$ cat src/logic/pet_bus_pkg.sv
package pet_bus_pkg;

    // Bus widths
    localparam int DATA_WIDTH     = 8;
    localparam int CPU_ADDR_WIDTH = 16;
    localparam int RAM_ADDR_WIDTH = 17;  // Host may reach the upper 64k
    localparam int REG_ADDR_WIDTH = 2;

    // CPU memory map
    localparam logic [CPU_ADDR_WIDTH-1:0] VRAM_BASE  = 16'h8000;
    localparam logic [CPU_ADDR_WIDTH-1:0] VRAM_LIMIT = 16'h8FFF;
    localparam logic [CPU_ADDR_WIDTH-1:0] ROM_BASE   = 16'hB000;  // Read-only from here up

    // Control register indices
    localparam logic [REG_ADDR_WIDTH-1:0] REG_STATUS = 2'd0;
    localparam logic [REG_ADDR_WIDTH-1:0] REG_CPU    = 2'd1;
    localparam logic [REG_ADDR_WIDTH-1:0] REG_VIDEO  = 2'd2;

    typedef enum logic [1:0] {
        OP_RAM_READ,
        OP_RAM_WRITE,
        OP_REG_READ,
        OP_REG_WRITE
    } host_op_e;

    typedef enum logic [1:0] {
        ST_IDLE,
        ST_WAIT_SLOT,
        ST_ACCESS,
        ST_RESPOND
    } access_state_e;

endpackage

$ cat src/logic/slot_timer.sv
module slot_timer #(
    parameter int SLOT_CYCLES = 16
) (
    input  logic sys_clock_i,
    input  logic sys_reset_ni,
    output logic cpu_be_o,
    output logic cpu_clock_o,
    output logic cpu_data_strobe_o,
    output logic host_slot_o
);
    localparam int PHASE_W = $clog2(SLOT_CYCLES);
    localparam logic [PHASE_W-1:0] LAST    = PHASE_W'(SLOT_CYCLES - 1);
    localparam logic [PHASE_W-1:0] HALF    = PHASE_W'(SLOT_CYCLES / 2);
    localparam logic [PHASE_W-1:0] QUARTER = PHASE_W'(SLOT_CYCLES / 4);

    logic [PHASE_W-1:0] phase;

    always_ff @(posedge sys_clock_i or negedge sys_reset_ni) begin
        if (!sys_reset_ni) begin
            phase <= '0;
        end else if (phase == LAST) begin
            phase <= '0;
        end else begin
            phase <= phase + 1'b1;
        end
    end

    // First half belongs to the 6502
    assign cpu_be_o          = phase < HALF;
    assign cpu_clock_o       = (phase >= QUARTER) && (phase < HALF);  // Phi2 high
    assign cpu_data_strobe_o = phase == HALF - 1'b1;                  // Last CPU-owned cycle
    assign host_slot_o       = phase == HALF;                         // Host half begins

    // The host slot opens right after the CPU has latched its data
    a_slot_after_cpu: assert property (@(posedge sys_clock_i) disable iff (!sys_reset_ni)
        host_slot_o |-> !cpu_be_o && $past(cpu_data_strobe_o));

endmodule

$ cat src/logic/req_fifo.sv
module req_fifo import pet_bus_pkg::*; #(
    parameter int FIFO_DEPTH = 4
) (
    input  logic                      sys_clock_i,
    input  logic                      sys_reset_ni,
    input  logic                      push_i,
    input  host_op_e                  op_i,
    input  logic [RAM_ADDR_WIDTH-1:0] addr_i,
    input  logic [DATA_WIDTH-1:0]     data_i,
    input  logic                      pop_i,
    output logic                      head_valid_o,
    output host_op_e                  head_op_o,
    output logic [RAM_ADDR_WIDTH-1:0] head_addr_o,
    output logic [DATA_WIDTH-1:0]     head_data_o,
    output logic                      credit_o
);
    localparam int PTR_W = (FIFO_DEPTH > 1) ? $clog2(FIFO_DEPTH) : 1;
    localparam int CNT_W = $clog2(FIFO_DEPTH + 1);
    localparam logic [PTR_W-1:0] LAST = PTR_W'(FIFO_DEPTH - 1);

    host_op_e                  op_mem   [FIFO_DEPTH];
    logic [RAM_ADDR_WIDTH-1:0] addr_mem [FIFO_DEPTH];
    logic [DATA_WIDTH-1:0]     data_mem [FIFO_DEPTH];

    logic [PTR_W-1:0] wr_ptr;
    logic [PTR_W-1:0] rd_ptr;
    logic [CNT_W-1:0] count;
    logic             do_pop;

    assign head_valid_o = count != '0;
    assign do_pop       = pop_i && head_valid_o;
    assign credit_o     = do_pop;  // One credit back per popped entry

    assign head_op_o   = op_mem[rd_ptr];
    assign head_addr_o = addr_mem[rd_ptr];
    assign head_data_o = data_mem[rd_ptr];

    always_ff @(posedge sys_clock_i) begin
        if (push_i) begin
            op_mem[wr_ptr]   <= op_i;
            addr_mem[wr_ptr] <= addr_i;
            data_mem[wr_ptr] <= data_i;
        end
    end

    always_ff @(posedge sys_clock_i or negedge sys_reset_ni) begin
        if (!sys_reset_ni) begin
            wr_ptr <= '0;
            rd_ptr <= '0;
            count  <= '0;
        end else begin
            if (push_i) wr_ptr <= (wr_ptr == LAST) ? '0 : wr_ptr + 1'b1;
            if (do_pop) rd_ptr <= (rd_ptr == LAST) ? '0 : rd_ptr + 1'b1;
            case ({push_i, do_pop})
                2'b10:   count <= count + 1'b1;
                2'b01:   count <= count - 1'b1;
                default: count <= count;
            endcase
        end
    end

    // Host must never push without a credit in hand
    a_no_overflow: assert property (@(posedge sys_clock_i) disable iff (!sys_reset_ni)
        push_i |-> count != CNT_W'(FIFO_DEPTH));

endmodule

$ cat src/logic/host_access_fsm.sv
module host_access_fsm import pet_bus_pkg::*; (
    input  logic                      sys_clock_i,
    input  logic                      sys_reset_ni,
    input  logic                      head_valid_i,
    input  host_op_e                  head_op_i,
    input  logic [RAM_ADDR_WIDTH-1:0] head_addr_i,
    input  logic [DATA_WIDTH-1:0]     head_data_i,
    input  logic                      host_slot_i,
    input  logic [DATA_WIDTH-1:0]     ram_rdata_i,
    input  logic [DATA_WIDTH-1:0]     reg_rdata_i,
    output logic                      pop_o,
    output logic [RAM_ADDR_WIDTH-1:0] dma_addr_o,
    output logic                      dma_oe_o,
    output logic                      dma_we_o,
    output logic [DATA_WIDTH-1:0]     dma_wdata_o,
    output logic                      reg_we_o,
    output logic [REG_ADDR_WIDTH-1:0] reg_addr_o,
    output logic [DATA_WIDTH-1:0]     reg_wdata_o,
    output logic                      rsp_valid_o,
    output logic [DATA_WIDTH-1:0]     rsp_data_o
);
    access_state_e         state;
    logic                  beat;     // Second RAM access cycle
    logic                  is_reg;
    logic                  done;     // Last cycle of ST_ACCESS
    logic [DATA_WIDTH-1:0] rd_byte;

    assign is_reg = (head_op_i == OP_REG_READ) || (head_op_i == OP_REG_WRITE);
    assign done   = (state == ST_ACCESS) && (is_reg || beat);

    always_ff @(posedge sys_clock_i or negedge sys_reset_ni) begin
        if (!sys_reset_ni) begin
            state <= ST_IDLE;
            beat  <= 1'b0;
        end else begin
            beat <= (state == ST_ACCESS) && !beat && !is_reg;
            case (state)
                ST_IDLE: begin
                    if (head_valid_i) state <= is_reg ? ST_ACCESS : ST_WAIT_SLOT;
                end
                ST_WAIT_SLOT: begin
                    if (host_slot_i) state <= ST_ACCESS;  // Host half starts next cycle
                end
                ST_ACCESS: begin
                    if (done) state <= ST_RESPOND;
                end
                default: state <= ST_IDLE;  // ST_RESPOND
            endcase
        end
    end

    // Read byte is sampled at the end of the access, writes answer with 0
    always_ff @(posedge sys_clock_i) begin
        if (done) begin
            case (head_op_i)
                OP_RAM_READ: rd_byte <= ram_rdata_i;
                OP_REG_READ: rd_byte <= reg_rdata_i;
                default:     rd_byte <= '0;
            endcase
        end
    end

    // Head entry stays put until popped, so it drives the strobes directly
    assign dma_addr_o  = head_addr_i;
    assign dma_wdata_o = head_data_i;
    assign dma_oe_o    = (state == ST_ACCESS) && (head_op_i == OP_RAM_READ);
    assign dma_we_o    = (state == ST_ACCESS) && (head_op_i == OP_RAM_WRITE);

    assign reg_addr_o  = head_addr_i[REG_ADDR_WIDTH-1:0];
    assign reg_wdata_o = head_data_i;
    assign reg_we_o    = (state == ST_ACCESS) && (head_op_i == OP_REG_WRITE);

    assign rsp_valid_o = state == ST_RESPOND;
    assign pop_o       = state == ST_RESPOND;  // Credit returns with the response
    assign rsp_data_o  = rd_byte;

    // A RAM strobe is one kind only and lasts exactly two cycles
    a_dma_strobe: assert property (@(posedge sys_clock_i) disable iff (!sys_reset_ni)
        $rose(dma_oe_o || dma_we_o) |->
            !(dma_oe_o && dma_we_o) ##1 (dma_oe_o ^ dma_we_o) ##1 !(dma_oe_o || dma_we_o));

endmodule

$ cat src/logic/ram_port.sv
module ram_port import pet_bus_pkg::*; (
    input  logic                      sys_clock_i,
    input  logic                      cpu_be_i,
    input  logic                      cpu_clock_i,
    input  logic                      cpu_we_i,
    input  logic [CPU_ADDR_WIDTH-1:0] cpu_addr_i,
    input  logic [DATA_WIDTH-1:0]     cpu_data_i,
    input  logic [RAM_ADDR_WIDTH-1:0] dma_addr_i,
    input  logic                      dma_oe_i,
    input  logic                      dma_we_i,
    input  logic [DATA_WIDTH-1:0]     dma_wdata_i,
    input  logic [1:0]                vram_mask_i,
    input  logic                      col_80_i,
    output logic [RAM_ADDR_WIDTH-1:0] ram_addr_o,
    output logic                      ram_oe_o,
    output logic                      ram_we_o,
    output logic [DATA_WIDTH-1:0]     ram_data_o,
    output logic                      ram_data_oe_o
);
    logic                      is_vram;
    logic                      is_rom;
    logic                      a10_keep;
    logic                      a11_keep;
    logic [CPU_ADDR_WIDTH-1:0] cpu_addr_wrapped;

    assign is_vram = (cpu_addr_i >= VRAM_BASE) && (cpu_addr_i <= VRAM_LIMIT);
    assign is_rom  = cpu_addr_i >= ROM_BASE;

    // Video RAM wraps at 1k, 2k or 4k
    assign a10_keep = !is_vram || vram_mask_i[0] || col_80_i;  // 80 columns need 2k
    assign a11_keep = !is_vram || vram_mask_i[1];

    always_comb begin
        cpu_addr_wrapped     = cpu_addr_i;
        cpu_addr_wrapped[10] = cpu_addr_i[10] && a10_keep;
        cpu_addr_wrapped[11] = cpu_addr_i[11] && a11_keep;
    end

    always_comb begin
        if (cpu_be_i) begin
            ram_addr_o    = {1'b0, cpu_addr_wrapped};  // CPU sees the lower 64k only
            ram_oe_o      = !cpu_we_i;
            ram_we_o      = cpu_we_i && cpu_clock_i && !is_rom;
            ram_data_o    = cpu_data_i;
            ram_data_oe_o = 1'b0;                       // CPU drives the bus itself
        end else begin
            ram_addr_o    = dma_addr_i;
            ram_oe_o      = dma_oe_i;
            ram_we_o      = dma_we_i;
            ram_data_o    = dma_wdata_i;
            ram_data_oe_o = dma_we_i;
        end
    end

    // Host accesses must stay inside the host half of the slot
    a_host_in_slot: assert property (@(posedge sys_clock_i)
        cpu_be_i |-> !dma_oe_i && !dma_we_i);

endmodule

$ cat src/logic/control_regs.sv
module control_regs import pet_bus_pkg::*; (
    input  logic                      sys_clock_i,
    input  logic                      sys_reset_ni,
    input  logic                      reg_we_i,
    input  logic [REG_ADDR_WIDTH-1:0] reg_addr_i,
    input  logic [DATA_WIDTH-1:0]     reg_wdata_i,
    input  logic                      config_crt_i,
    input  logic                      config_keyboard_i,
    output logic [DATA_WIDTH-1:0]     reg_rdata_o,
    output logic                      cpu_reset_o,
    output logic                      cpu_ready_o,
    output logic [1:0]                vram_mask_o,
    output logic                      col_80_o
);
    logic [1:0] cpu_q;    // [1] reset, [0] ready
    logic [1:0] mask_q;
    logic       col_80_q;

    always_ff @(posedge sys_clock_i or negedge sys_reset_ni) begin
        if (!sys_reset_ni) begin
            cpu_q    <= 2'b10;  // CPU held in reset, not ready
            mask_q   <= 2'b00;
            col_80_q <= 1'b0;
        end else if (reg_we_i) begin
            case (reg_addr_i)
                REG_CPU: cpu_q <= reg_wdata_i[1:0];
                REG_VIDEO: begin
                    col_80_q <= reg_wdata_i[0];
                    mask_q   <= reg_wdata_i[3:2];
                end
                default: ;  // Status is read-only
            endcase
        end
    end

    always_comb begin
        case (reg_addr_i)
            REG_STATUS: reg_rdata_o = {6'b0, config_keyboard_i, config_crt_i};
            REG_CPU:    reg_rdata_o = {6'b0, cpu_q};
            REG_VIDEO:  reg_rdata_o = {4'b0, mask_q, 1'b0, col_80_q};
            default:    reg_rdata_o = '0;
        endcase
    end

    assign cpu_ready_o = cpu_q[0];
    assign cpu_reset_o = cpu_q[1];
    assign vram_mask_o = mask_q;
    assign col_80_o    = col_80_q;

endmodule

$ cat src/logic/pet_bus_top.sv
module pet_bus_top import pet_bus_pkg::*; #(
    parameter int SLOT_CYCLES = 16,
    parameter int FIFO_DEPTH  = 4
) (
    input  logic                      sys_clock_i,
    input  logic                      sys_reset_ni,

    // Host request port
    input  logic                      host_valid_i,
    input  host_op_e                  host_op_i,
    input  logic [RAM_ADDR_WIDTH-1:0] host_addr_i,
    input  logic [DATA_WIDTH-1:0]     host_data_i,
    output logic                      host_credit_o,
    output logic                      rsp_valid_o,
    output logic [DATA_WIDTH-1:0]     rsp_data_o,

    // 6502 pins
    input  logic [CPU_ADDR_WIDTH-1:0] cpu_addr_i,
    input  logic [DATA_WIDTH-1:0]     cpu_data_i,   // Shared board data bus
    input  logic                      cpu_we_i,
    output logic                      cpu_be_o,
    output logic                      cpu_clock_o,
    output logic                      cpu_data_strobe_o,
    output logic                      cpu_reset_o,
    output logic                      cpu_ready_o,

    // RAM pins
    output logic [RAM_ADDR_WIDTH-1:0] ram_addr_o,
    output logic                      ram_oe_o,
    output logic                      ram_we_o,
    output logic [DATA_WIDTH-1:0]     ram_data_o,
    output logic                      ram_data_oe_o,

    input  logic                      config_crt_i,
    input  logic                      config_keyboard_i
);
    logic                      head_valid;
    host_op_e                  head_op;
    logic [RAM_ADDR_WIDTH-1:0] head_addr;
    logic [DATA_WIDTH-1:0]     head_data;
    logic                      pop;
    logic                      host_slot;
    logic [RAM_ADDR_WIDTH-1:0] dma_addr;
    logic                      dma_oe;
    logic                      dma_we;
    logic [DATA_WIDTH-1:0]     dma_wdata;
    logic                      reg_we;
    logic [REG_ADDR_WIDTH-1:0] reg_addr;
    logic [DATA_WIDTH-1:0]     reg_wdata;
    logic [DATA_WIDTH-1:0]     reg_rdata;
    logic [1:0]                vram_mask;
    logic                      col_80;

    slot_timer #(.SLOT_CYCLES(SLOT_CYCLES)) i_slot_timer (
        .sys_clock_i, .sys_reset_ni, .cpu_be_o, .cpu_clock_o, .cpu_data_strobe_o,
        .host_slot_o(host_slot)
    );

    req_fifo #(.FIFO_DEPTH(FIFO_DEPTH)) i_req_fifo (
        .sys_clock_i, .sys_reset_ni,
        .push_i(host_valid_i), .op_i(host_op_i), .addr_i(host_addr_i), .data_i(host_data_i),
        .pop_i(pop), .head_valid_o(head_valid), .head_op_o(head_op),
        .head_addr_o(head_addr), .head_data_o(head_data), .credit_o(host_credit_o)
    );

    host_access_fsm i_host_access_fsm (
        .sys_clock_i, .sys_reset_ni,
        .head_valid_i(head_valid), .head_op_i(head_op), .head_addr_i(head_addr),
        .head_data_i(head_data), .host_slot_i(host_slot),
        .ram_rdata_i(cpu_data_i),  // RAM answers on the shared bus
        .reg_rdata_i(reg_rdata), .pop_o(pop),
        .dma_addr_o(dma_addr), .dma_oe_o(dma_oe), .dma_we_o(dma_we), .dma_wdata_o(dma_wdata),
        .reg_we_o(reg_we), .reg_addr_o(reg_addr), .reg_wdata_o(reg_wdata),
        .rsp_valid_o, .rsp_data_o
    );

    ram_port i_ram_port (
        .sys_clock_i, .cpu_be_i(cpu_be_o), .cpu_clock_i(cpu_clock_o), .cpu_we_i, .cpu_addr_i,
        .cpu_data_i, .dma_addr_i(dma_addr), .dma_oe_i(dma_oe), .dma_we_i(dma_we),
        .dma_wdata_i(dma_wdata), .vram_mask_i(vram_mask), .col_80_i(col_80),
        .ram_addr_o, .ram_oe_o, .ram_we_o, .ram_data_o, .ram_data_oe_o
    );

    control_regs i_control_regs (
        .sys_clock_i, .sys_reset_ni,
        .reg_we_i(reg_we), .reg_addr_i(reg_addr), .reg_wdata_i(reg_wdata),
        .config_crt_i, .config_keyboard_i, .reg_rdata_o(reg_rdata),
        .cpu_reset_o, .cpu_ready_o, .vram_mask_o(vram_mask), .col_80_o(col_80)
    );

endmodule

$ cat config.mk
export PLATFORM = sky130hd
export DESIGN_NAME = pet_bus_top
export DESIGN_NICKNAME = d
export VERILOG_FILES = /design/src/logic/pet_bus_pkg.sv /design/src/logic/slot_timer.sv /design/src/logic/req_fifo.sv /design/src/logic/host_access_fsm.sv /design/src/logic/ram_port.sv /design/src/logic/control_regs.sv /design/src/logic/pet_bus_top.sv
export SDC_FILE = /design/constraint.sdc
export NUM_CORES = 1
export LEC_CHECK = 0
export ABC_AREA = 1
export BUFFER_PORTS_ARGS = -buffer_cell sky130_fd_sc_hd__buf_2
export CORE_MARGIN = 2
export CORE_UTILIZATION = 55
export CTS_CLUSTER_SIZE = 16
export DETAILED_ROUTE_END_ITERATION = 7
export PLACE_DENSITY_LB_ADDON = 0.05
export SLEW_MARGIN = 20
export SYNTH_ARGS = -nofsm -noshare
export SYNTH_HDL_FRONTEND = slang
export SYNTH_SLANG_ARGS = --single-unit
$ cat constraint.sdc
create_clock -name sys_clock_i -period 3.25 [get_ports sys_clock_i]
set_input_delay 0.65 -clock sys_clock_i [delete_from_list [all_inputs] [get_ports sys_clock_i]]
set_output_delay 0.65 -clock sys_clock_i [all_outputs]
set_load 0.02 [all_outputs]
== After elaboration in Yosys (flattened, before gate mapping) ==
Memory sizes are Yosys's and may differ from the RTL's.
Index checks and enable logic that the tools add are counted.

* Add/subtract/negate cells: 5
* Reductions and logical operators: 31
* Mux-type cells: 18
* Equality and inequality tests: 18
* $lt $le $gt $ge: 5

{| class="wikitable"
|+ Operators by type and width
! cell !! count
|-
| $ge 16x16->1 const B || 2
|-
| $mux 17 || 1
|-
| $eq 2x2->1 const B || 8
|-
| $le 16x16->1 const B || 1
|-
| $pmux 8 s2 || 1
|-
| $logic_and 1x1->1 || 13
|-
| $mux 2 || 6
|-
| $pmux 4 s3 || 1
|-
| $eq 2x1->1 const B || 4
|-
| $eq 4x4->1 const B || 2
|-
| $mux 8 || 1
|-
| $logic_not 2->1 || 3
|-
| $pmux 2 s3 || 1
|-
| $pmux 3 s2 || 1
|-
| $logic_not 1->1 || 5
|-
| $logic_or 1x1->1 || 5
|-
| $mux 1 || 5
|-
| $add 2x1->2 const B || 2
|-
| $add 4x1->4 const B || 1
|-
| $eq 4x3->1 const B || 1
|-
| $ge 4x3->1 const B || 1
|-
| $lt 4x4->1 const B || 1
|-
| $mux 4 || 1
|-
| $ne 2x2->1 const B || 2
|-
| 7 further kinds || 8
|}

* Input bits: 57
* Memories: 3
* RAM bits: 108
* Register bits after elaboration: 27

{| class="wikitable"
|+ Memory list
! memory !! words !! width !! read ports !! clocked after Yosys merged registers in !! wr ports !! line !! text
|-
| i_req_fifo.addr_mem || 4 || 17 || 1 || 0 || 1 || req_fifo.sv:22 || <nowiki>logic [RAM_ADDR_WIDTH-1:0] addr_mem [FIFO_DEPTH];</nowiki>
|-
| i_req_fifo.data_mem || 4 || 8 || 1 || 0 || 1 || req_fifo.sv:23 || <nowiki>logic [DATA_WIDTH-1:0] data_mem [FIFO_DEPTH];</nowiki>
|-
| i_req_fifo.op_mem || 4 || 2 || 1 || 0 || 1 || req_fifo.sv:21 || <nowiki>host_op_e op_mem [FIFO_DEPTH];</nowiki>
|}

== Longest topological paths before layout ==
* Word-level depth: 7
* Mapped depth: 11

== Cells and area by module ==
From an unflattened synthesis, not the netlist that was laid out.

* Cell total of the unflattened synthesis: 641
* Area total of the unflattened synthesis: 6582.6 sq um

{| class="wikitable"
|+ Modules (own cells, without submodules)
! module !! times used !! area each (sq um) !! seq. area each (sq um) !! cells an instance
|-
| req_fifo || 1 || 4763.3 || 3418.3 || 370
|-
| host_access_fsm || 1 || 889.6 || 315.3 || 108
|-
| ram_port || 1 || 421.7 || 0.0 || 100
|-
| control_regs || 1 || 309.0 || 126.4 || 41
|-
| slot_timer || 1 || 198.9 || 100.1 || 22
|}

== Least setup slack after synthesis ==
Ideal clock, no wire load.

* Path kind: flip-flop to flip-flop
* Start point: register i_host_access_fsm.state[0]
* End point: register i_req_fifo.count[2]
* Cell stages (with the launch flop): 10
* Path buffers: 0
* Data required time: 3.119 ns
* Path slack: 0.789 ns
* Setup time: 0.131 ns
* Clock period less this slack: 2.461 ns
* Arrival: 2.330 ns
* Cells stage by stage: dfrtp_1 -> ha_1 -> inv_1 -> a31oi_1 -> ha_1 -> inv_1 -> fa_1 -> a21oi_1 -> o21ai_0 -> xor2_1

* Word-level cells in the longest chain between the ends: 4
* Elaborated cells on any way between the ends: 6
* Those cells by class: eq/ne (3); mux (1); reduce/logical (2)

{| class="wikitable"
|+ Ends and longest elaborated chain
! what !! line !! text
|-
| from (decl) || host_access_fsm.sv:22 || <nowiki>access_state_e state;</nowiki>
|-
| from (signal assigned) || host_access_fsm.sv:39 || <nowiki>if (head_valid_i) state <= is_reg ? ST_ACCESS : ST_WAIT_SLOT;</nowiki>
|-
| $eq 2x2->1 * || n/a ||
|-
| named net rsp_valid_o || pet_bus_top.sv:14 || <nowiki>output logic rsp_valid_o,</nowiki>
|-
| $logic_and 1x1->1 * || req_fifo.sv:31 || <nowiki>assign do_pop = pop_i && head_valid_o;</nowiki>
|-
| named net host_credit_o || pet_bus_top.sv:13 || <nowiki>output logic host_credit_o,</nowiki>
|-
| $eq 2x1->1 or $eq 2x2->1 (tied branches) || req_fifo.sv:54 || <nowiki>case ({push_i, do_pop})</nowiki>
|-
| $pmux 3 s2 or $reduce_bool 2->1 (tied branches) || n/a ||
|-
| to (signal assigned) || req_fifo.sv:55 || <nowiki>2'b10: count <= count + 1'b1;</nowiki>
|-
| to (signal assigned) || req_fifo.sv:56 || <nowiki>2'b01: count <= count - 1'b1;</nowiki>
|-
| to (signal assigned) || req_fifo.sv:57 || <nowiki>default: count <= count;</nowiki>
|-
| to (decl) || req_fifo.sv:27 || <nowiki>logic [CNT_W-1:0] count;</nowiki>
|}

The timed path passes the listed nets; every way through them passes the cells marked *.
A chain may end at the register's enable or synchronous reset.

== Worst setup path in the final report ==
* Start point: register i_req_fifo.rd_ptr[0]
* End point: output ram_addr_o[11]

* Word-level cells in the longest chain between the ends: 2

{| class="wikitable"
|+ Ends and longest elaborated chain
! what !! line !! text
|-
| from (decl) || req_fifo.sv:26 || <nowiki>logic [PTR_W-1:0] rd_ptr;</nowiki>
|-
| from (signal assigned) || req_fifo.sv:53 || <nowiki>if (do_pop) rd_ptr <= (rd_ptr == LAST) ? '0 : rd_ptr + 1'b1;</nowiki>
|-
| $mem_v2 4x17 || n/a ||
|-
| $mux 17 || ram_port.sv:40 || <nowiki>if (cpu_be_i) begin</nowiki>
|-
| to (decl) || pet_bus_top.sv:28 || <nowiki>output logic [RAM_ADDR_WIDTH-1:0] ram_addr_o,</nowiki>
|}

No other way between the ends.

==> summary.md <==
| Metric | Value |
|---|---|
| Status | completed |
| Most frequent cells in the layout | edfxtp_1 (116), buf_2 (99), nor2_1 (88), nand2_1 (79), o21ai_0 (70) |
| Drt drc | 0 |
| Slew Viols, Final | 0 |
| Setup bufs post-CTS | 0 |
| Initial antenna violation count | 1 |
| Core area | 10300 µm² |
| Placer congestion estimate | 0.837 |
| Crit share post-route | 90.1% |
| Grt ovf | 0 |
| Antenna Diode Count | 0 |
| First-pass GRT wire length | 19600 µm |
| Pin count of the biggest net entering global routing | 58 |
| Syn nets | 590 |
| Flop and latch count out of synthesis | ~140 |
| Layout fillers | 782 |
| Number of global-route vias before repair | 3856 |
| Reg clk slew, reported paths | 0.06 ns |
| Tmin final | 2.93 ns |
| Worst IR Drop VDD | 545 µV |
| Reg2reg end | i_req_fifo.count[2] |
| Final core occ | around two thirds |
| Unique masters post-synth | 34 |
| RSZ-0062 raised after global routing | no |
| Setup crit start kind | register |
| Critical Path AT | 2.28 ns |
| Avg Cell Area, Syn | 11.2 µm² |
| P&R area growth vs syn | 20.1% |
| Synth warn | 0 |
| Final ANT Viol Nets | 0 |
| # clock sinks | 135 |
| Slew Limit Headroom | 54.4% |
| Max-cap viol count | 0 |
| Height of the die | 107 µm |
| Final-report hold violation count | 0 |
| Share of post-route cells with drive strength above 1 | around a quarter |
| Skew final | around 0.008 ns |
| Drt pass-1 iters | 5 |
| Clk_lat worst skew | 0.53 ns |
| PortBufs | 99 |
| Number of DRC markers after the initial detailed-route iteration | roughly 260 |
| Die Width | 107 µm |
| Setup TNS | 0 ns |
| Hold crit path type | input port to asynchronous set/reset pin |
| CP max FO | 31 |
| Htree depth | 4 |
| Via count | approximately 4100 |
| Clk buf depth | 2 |
| Setup violators final | 0 |
| Syn Inst Count | 520 |
| P per Cell Area | 853 nW/µm² |
| Post_cts resized | 0 |
| CTS Buf Count | 17 |
| R2R cell count | 9 |
| Rows | 37 |
| Root Driver | clkbuf_8 |
| Vias per Instance | 5.33 |
| Mapped cell area | just under 6000 µm² |
| R2R Path Start | i_host_access_fsm.state[0] |
| Crit Path Class | register to output pin |
| Non-Filler Instances | 774 |
| Drt total wl | about 13000 µm |
| Reg2reg setup slack | 0.87 ns |
| Sequential fraction of the synthesis area | about two thirds |
| CTS tree | built |
| Starting Density | 56.6% |
| CTS Hold Buffers Added | 0 |
| Slew of the pin with the lowest slew margin | a little under 0.7 ns |
| Inst Count DP | 742 |
| Critical Path RT | approximately 2.6 ns |
| Most common cell after layout, fill and taps aside | edfxtp_1 |
| Die ar. | 11500 µm² |
| GRT Overall Usage | between 20% and 30% |
| Leak | 2.89 nW |
| Wirelength per Cell | around 16 µm |
| DP HPWL | approximately 8000 µm |
| Nets | 695 |
| Peak Freq | 0.342 GHz |
| Ports | 100 |
| Setup crit end kind | output pin |
## metrics by stage
stage / hold slack (ns) / power, mW / instance area, µm² / setup WS (ns)
after floorplan: 0.354 / 3.74 / 5840 / 0.789
after global placement: 0.464 / 4.21 / 6460 / 0.752
after detailed placement: 0.468 / 4.27 / 6460 / 0.756
after CTS: 0.0764 / 6.02 / 7010 / 0.299
after global routing: 0.0895 / 6.36 / 7010 / 0.127
final: 0.0686 / 5.98 / 7010 / 0.323
## per-layer routing
| metal | GRT usage [%] | wire (µm) | up-vias |
|---|---|---|---|
| li1 | - | - | 2019 |
| met1 | 31.2 | 5480 | 1936 |
| met3 | 6.32 | 940 | 16 |
| met2 | 37.1 | 6040 | 156 |
| met5 | 0 | 13 | - |
| met4 | 7.42 | 146 | 2 |
## state kept, by name, indices dropped and copies added, names as in the netlist
name,cells
i_slot_timer.phase,4
i_host_access_fsm.state,2
i_req_fifo.data_mem,32
i_host_access_fsm.beat,1
i_host_access_fsm.rsp_data_o,8
i_control_regs.col_80_o,1
i_req_fifo.addr_mem,68
i_control_regs.vram_mask_o,2
i_req_fifo.count,3
i_req_fifo.wr_ptr,2
i_req_fifo.op_mem,8
i_control_regs.cpu_q,2
i_req_fifo.rd_ptr,2
## cells in the mapped netlist
master     number  area [µm²]
a21oi_1         4        20.0
a21oi_2         1        8.76
a31oi_1        11        68.8
and3_1          1        6.26
buf_2          12        60.1
buf_4           1        7.51
buf_6           2        22.5
clkbuf_1        9        33.8
dfrtp_1        18         450
dfstp_2         1        26.3
edfxtp_1      116        3480
fa_1            1        20.0
ha_1           12         150
inv_1          32         120
inv_2           4        15.0
nand2_1        79         297
nand2_2         4        25.0
nand2_4         1        11.3
nand3_1        20         100
nand3_2         1        10.0
nand4_1         2        12.5
nor2_1         88         330
nor2_2          2        12.5
nor2_4          1        11.3
nor3_1          1        5.00
o2111ai_1       1        8.76
o21ai_0        70         350
o21ai_1         6        30.0
o21ai_2         2        17.5
o21bai_1        1        7.51
o22a_1          4        35.0
o22ai_1         9        56.3
xnor2_1         1        8.76
xor2_1          2        17.5
## cell type report
type | instances | area [µm²] | share of cell area (%)
flip-flops and latches | 135 | 3960 | 56.5
multi-input cells | 325 | 1620 | 23.1
repair buffers | 110 | 578 | 8.24
clock buffers | 17 | 414 | 5.91
well taps | 136 | 170 | 2.43
inverters | 36 | 135 | 1.93
clock inverters | 15 | 133 | 1.89
## critical path: stages (launching register included)
cell and delay [ns]:
dfrtp_2 0.40, inv_2 0.39, buf_4 0.36, nor2_1 0.07, o22ai_1 0.16, nand2_1 0.06
nand2_1 0.11, buf_2 0.18
## worst max-delay path by stage
stage / from / end / slack [ns]
after floorplan: i_host_access_fsm.state[0] / i_req_fifo.count[2] / 0.79
after global placement: cpu_addr_i[14] / ram_addr_o[10] / 0.75
after detailed placement: cpu_addr_i[14] / ram_addr_o[10] / 0.76
after CTS: i_req_fifo.rd_ptr[0] / ram_addr_o[11] / 0.30
after global routing: i_req_fifo.rd_ptr[0] / ram_addr_o[11] / 0.13
final: i_req_fifo.rd_ptr[0] / ram_addr_o[11] / 0.32
## cells by family (layout without fill, tap and decap cells)
family / Yosys count / after routing / share of synthesized area, %
AO/OA/AOI/OAI: 109 / 109 / 10.3
XOR/XNOR: 3 / 3 / 0.450
adder cells (fa/ha/maj): 13 / 13 / 2.91
buffers and inverters: 60 / 178 / 4.44
flip-flops: 135 / 135 / 67.8
AND/OR/NAND/NOR: 200 / 200 / 14.1
## power breakdown
group | internal, mW | leakage, nW | switching [mW] | total [mW]
sequential | 2.29 | 1.30 | 0.112 | 2.40
clock | 0.970 | 0.272 | 0.784 | 1.75
combinational | 0.548 | 1.31 | 1.28 | 1.83
Power figures use the tool's default switching activity.
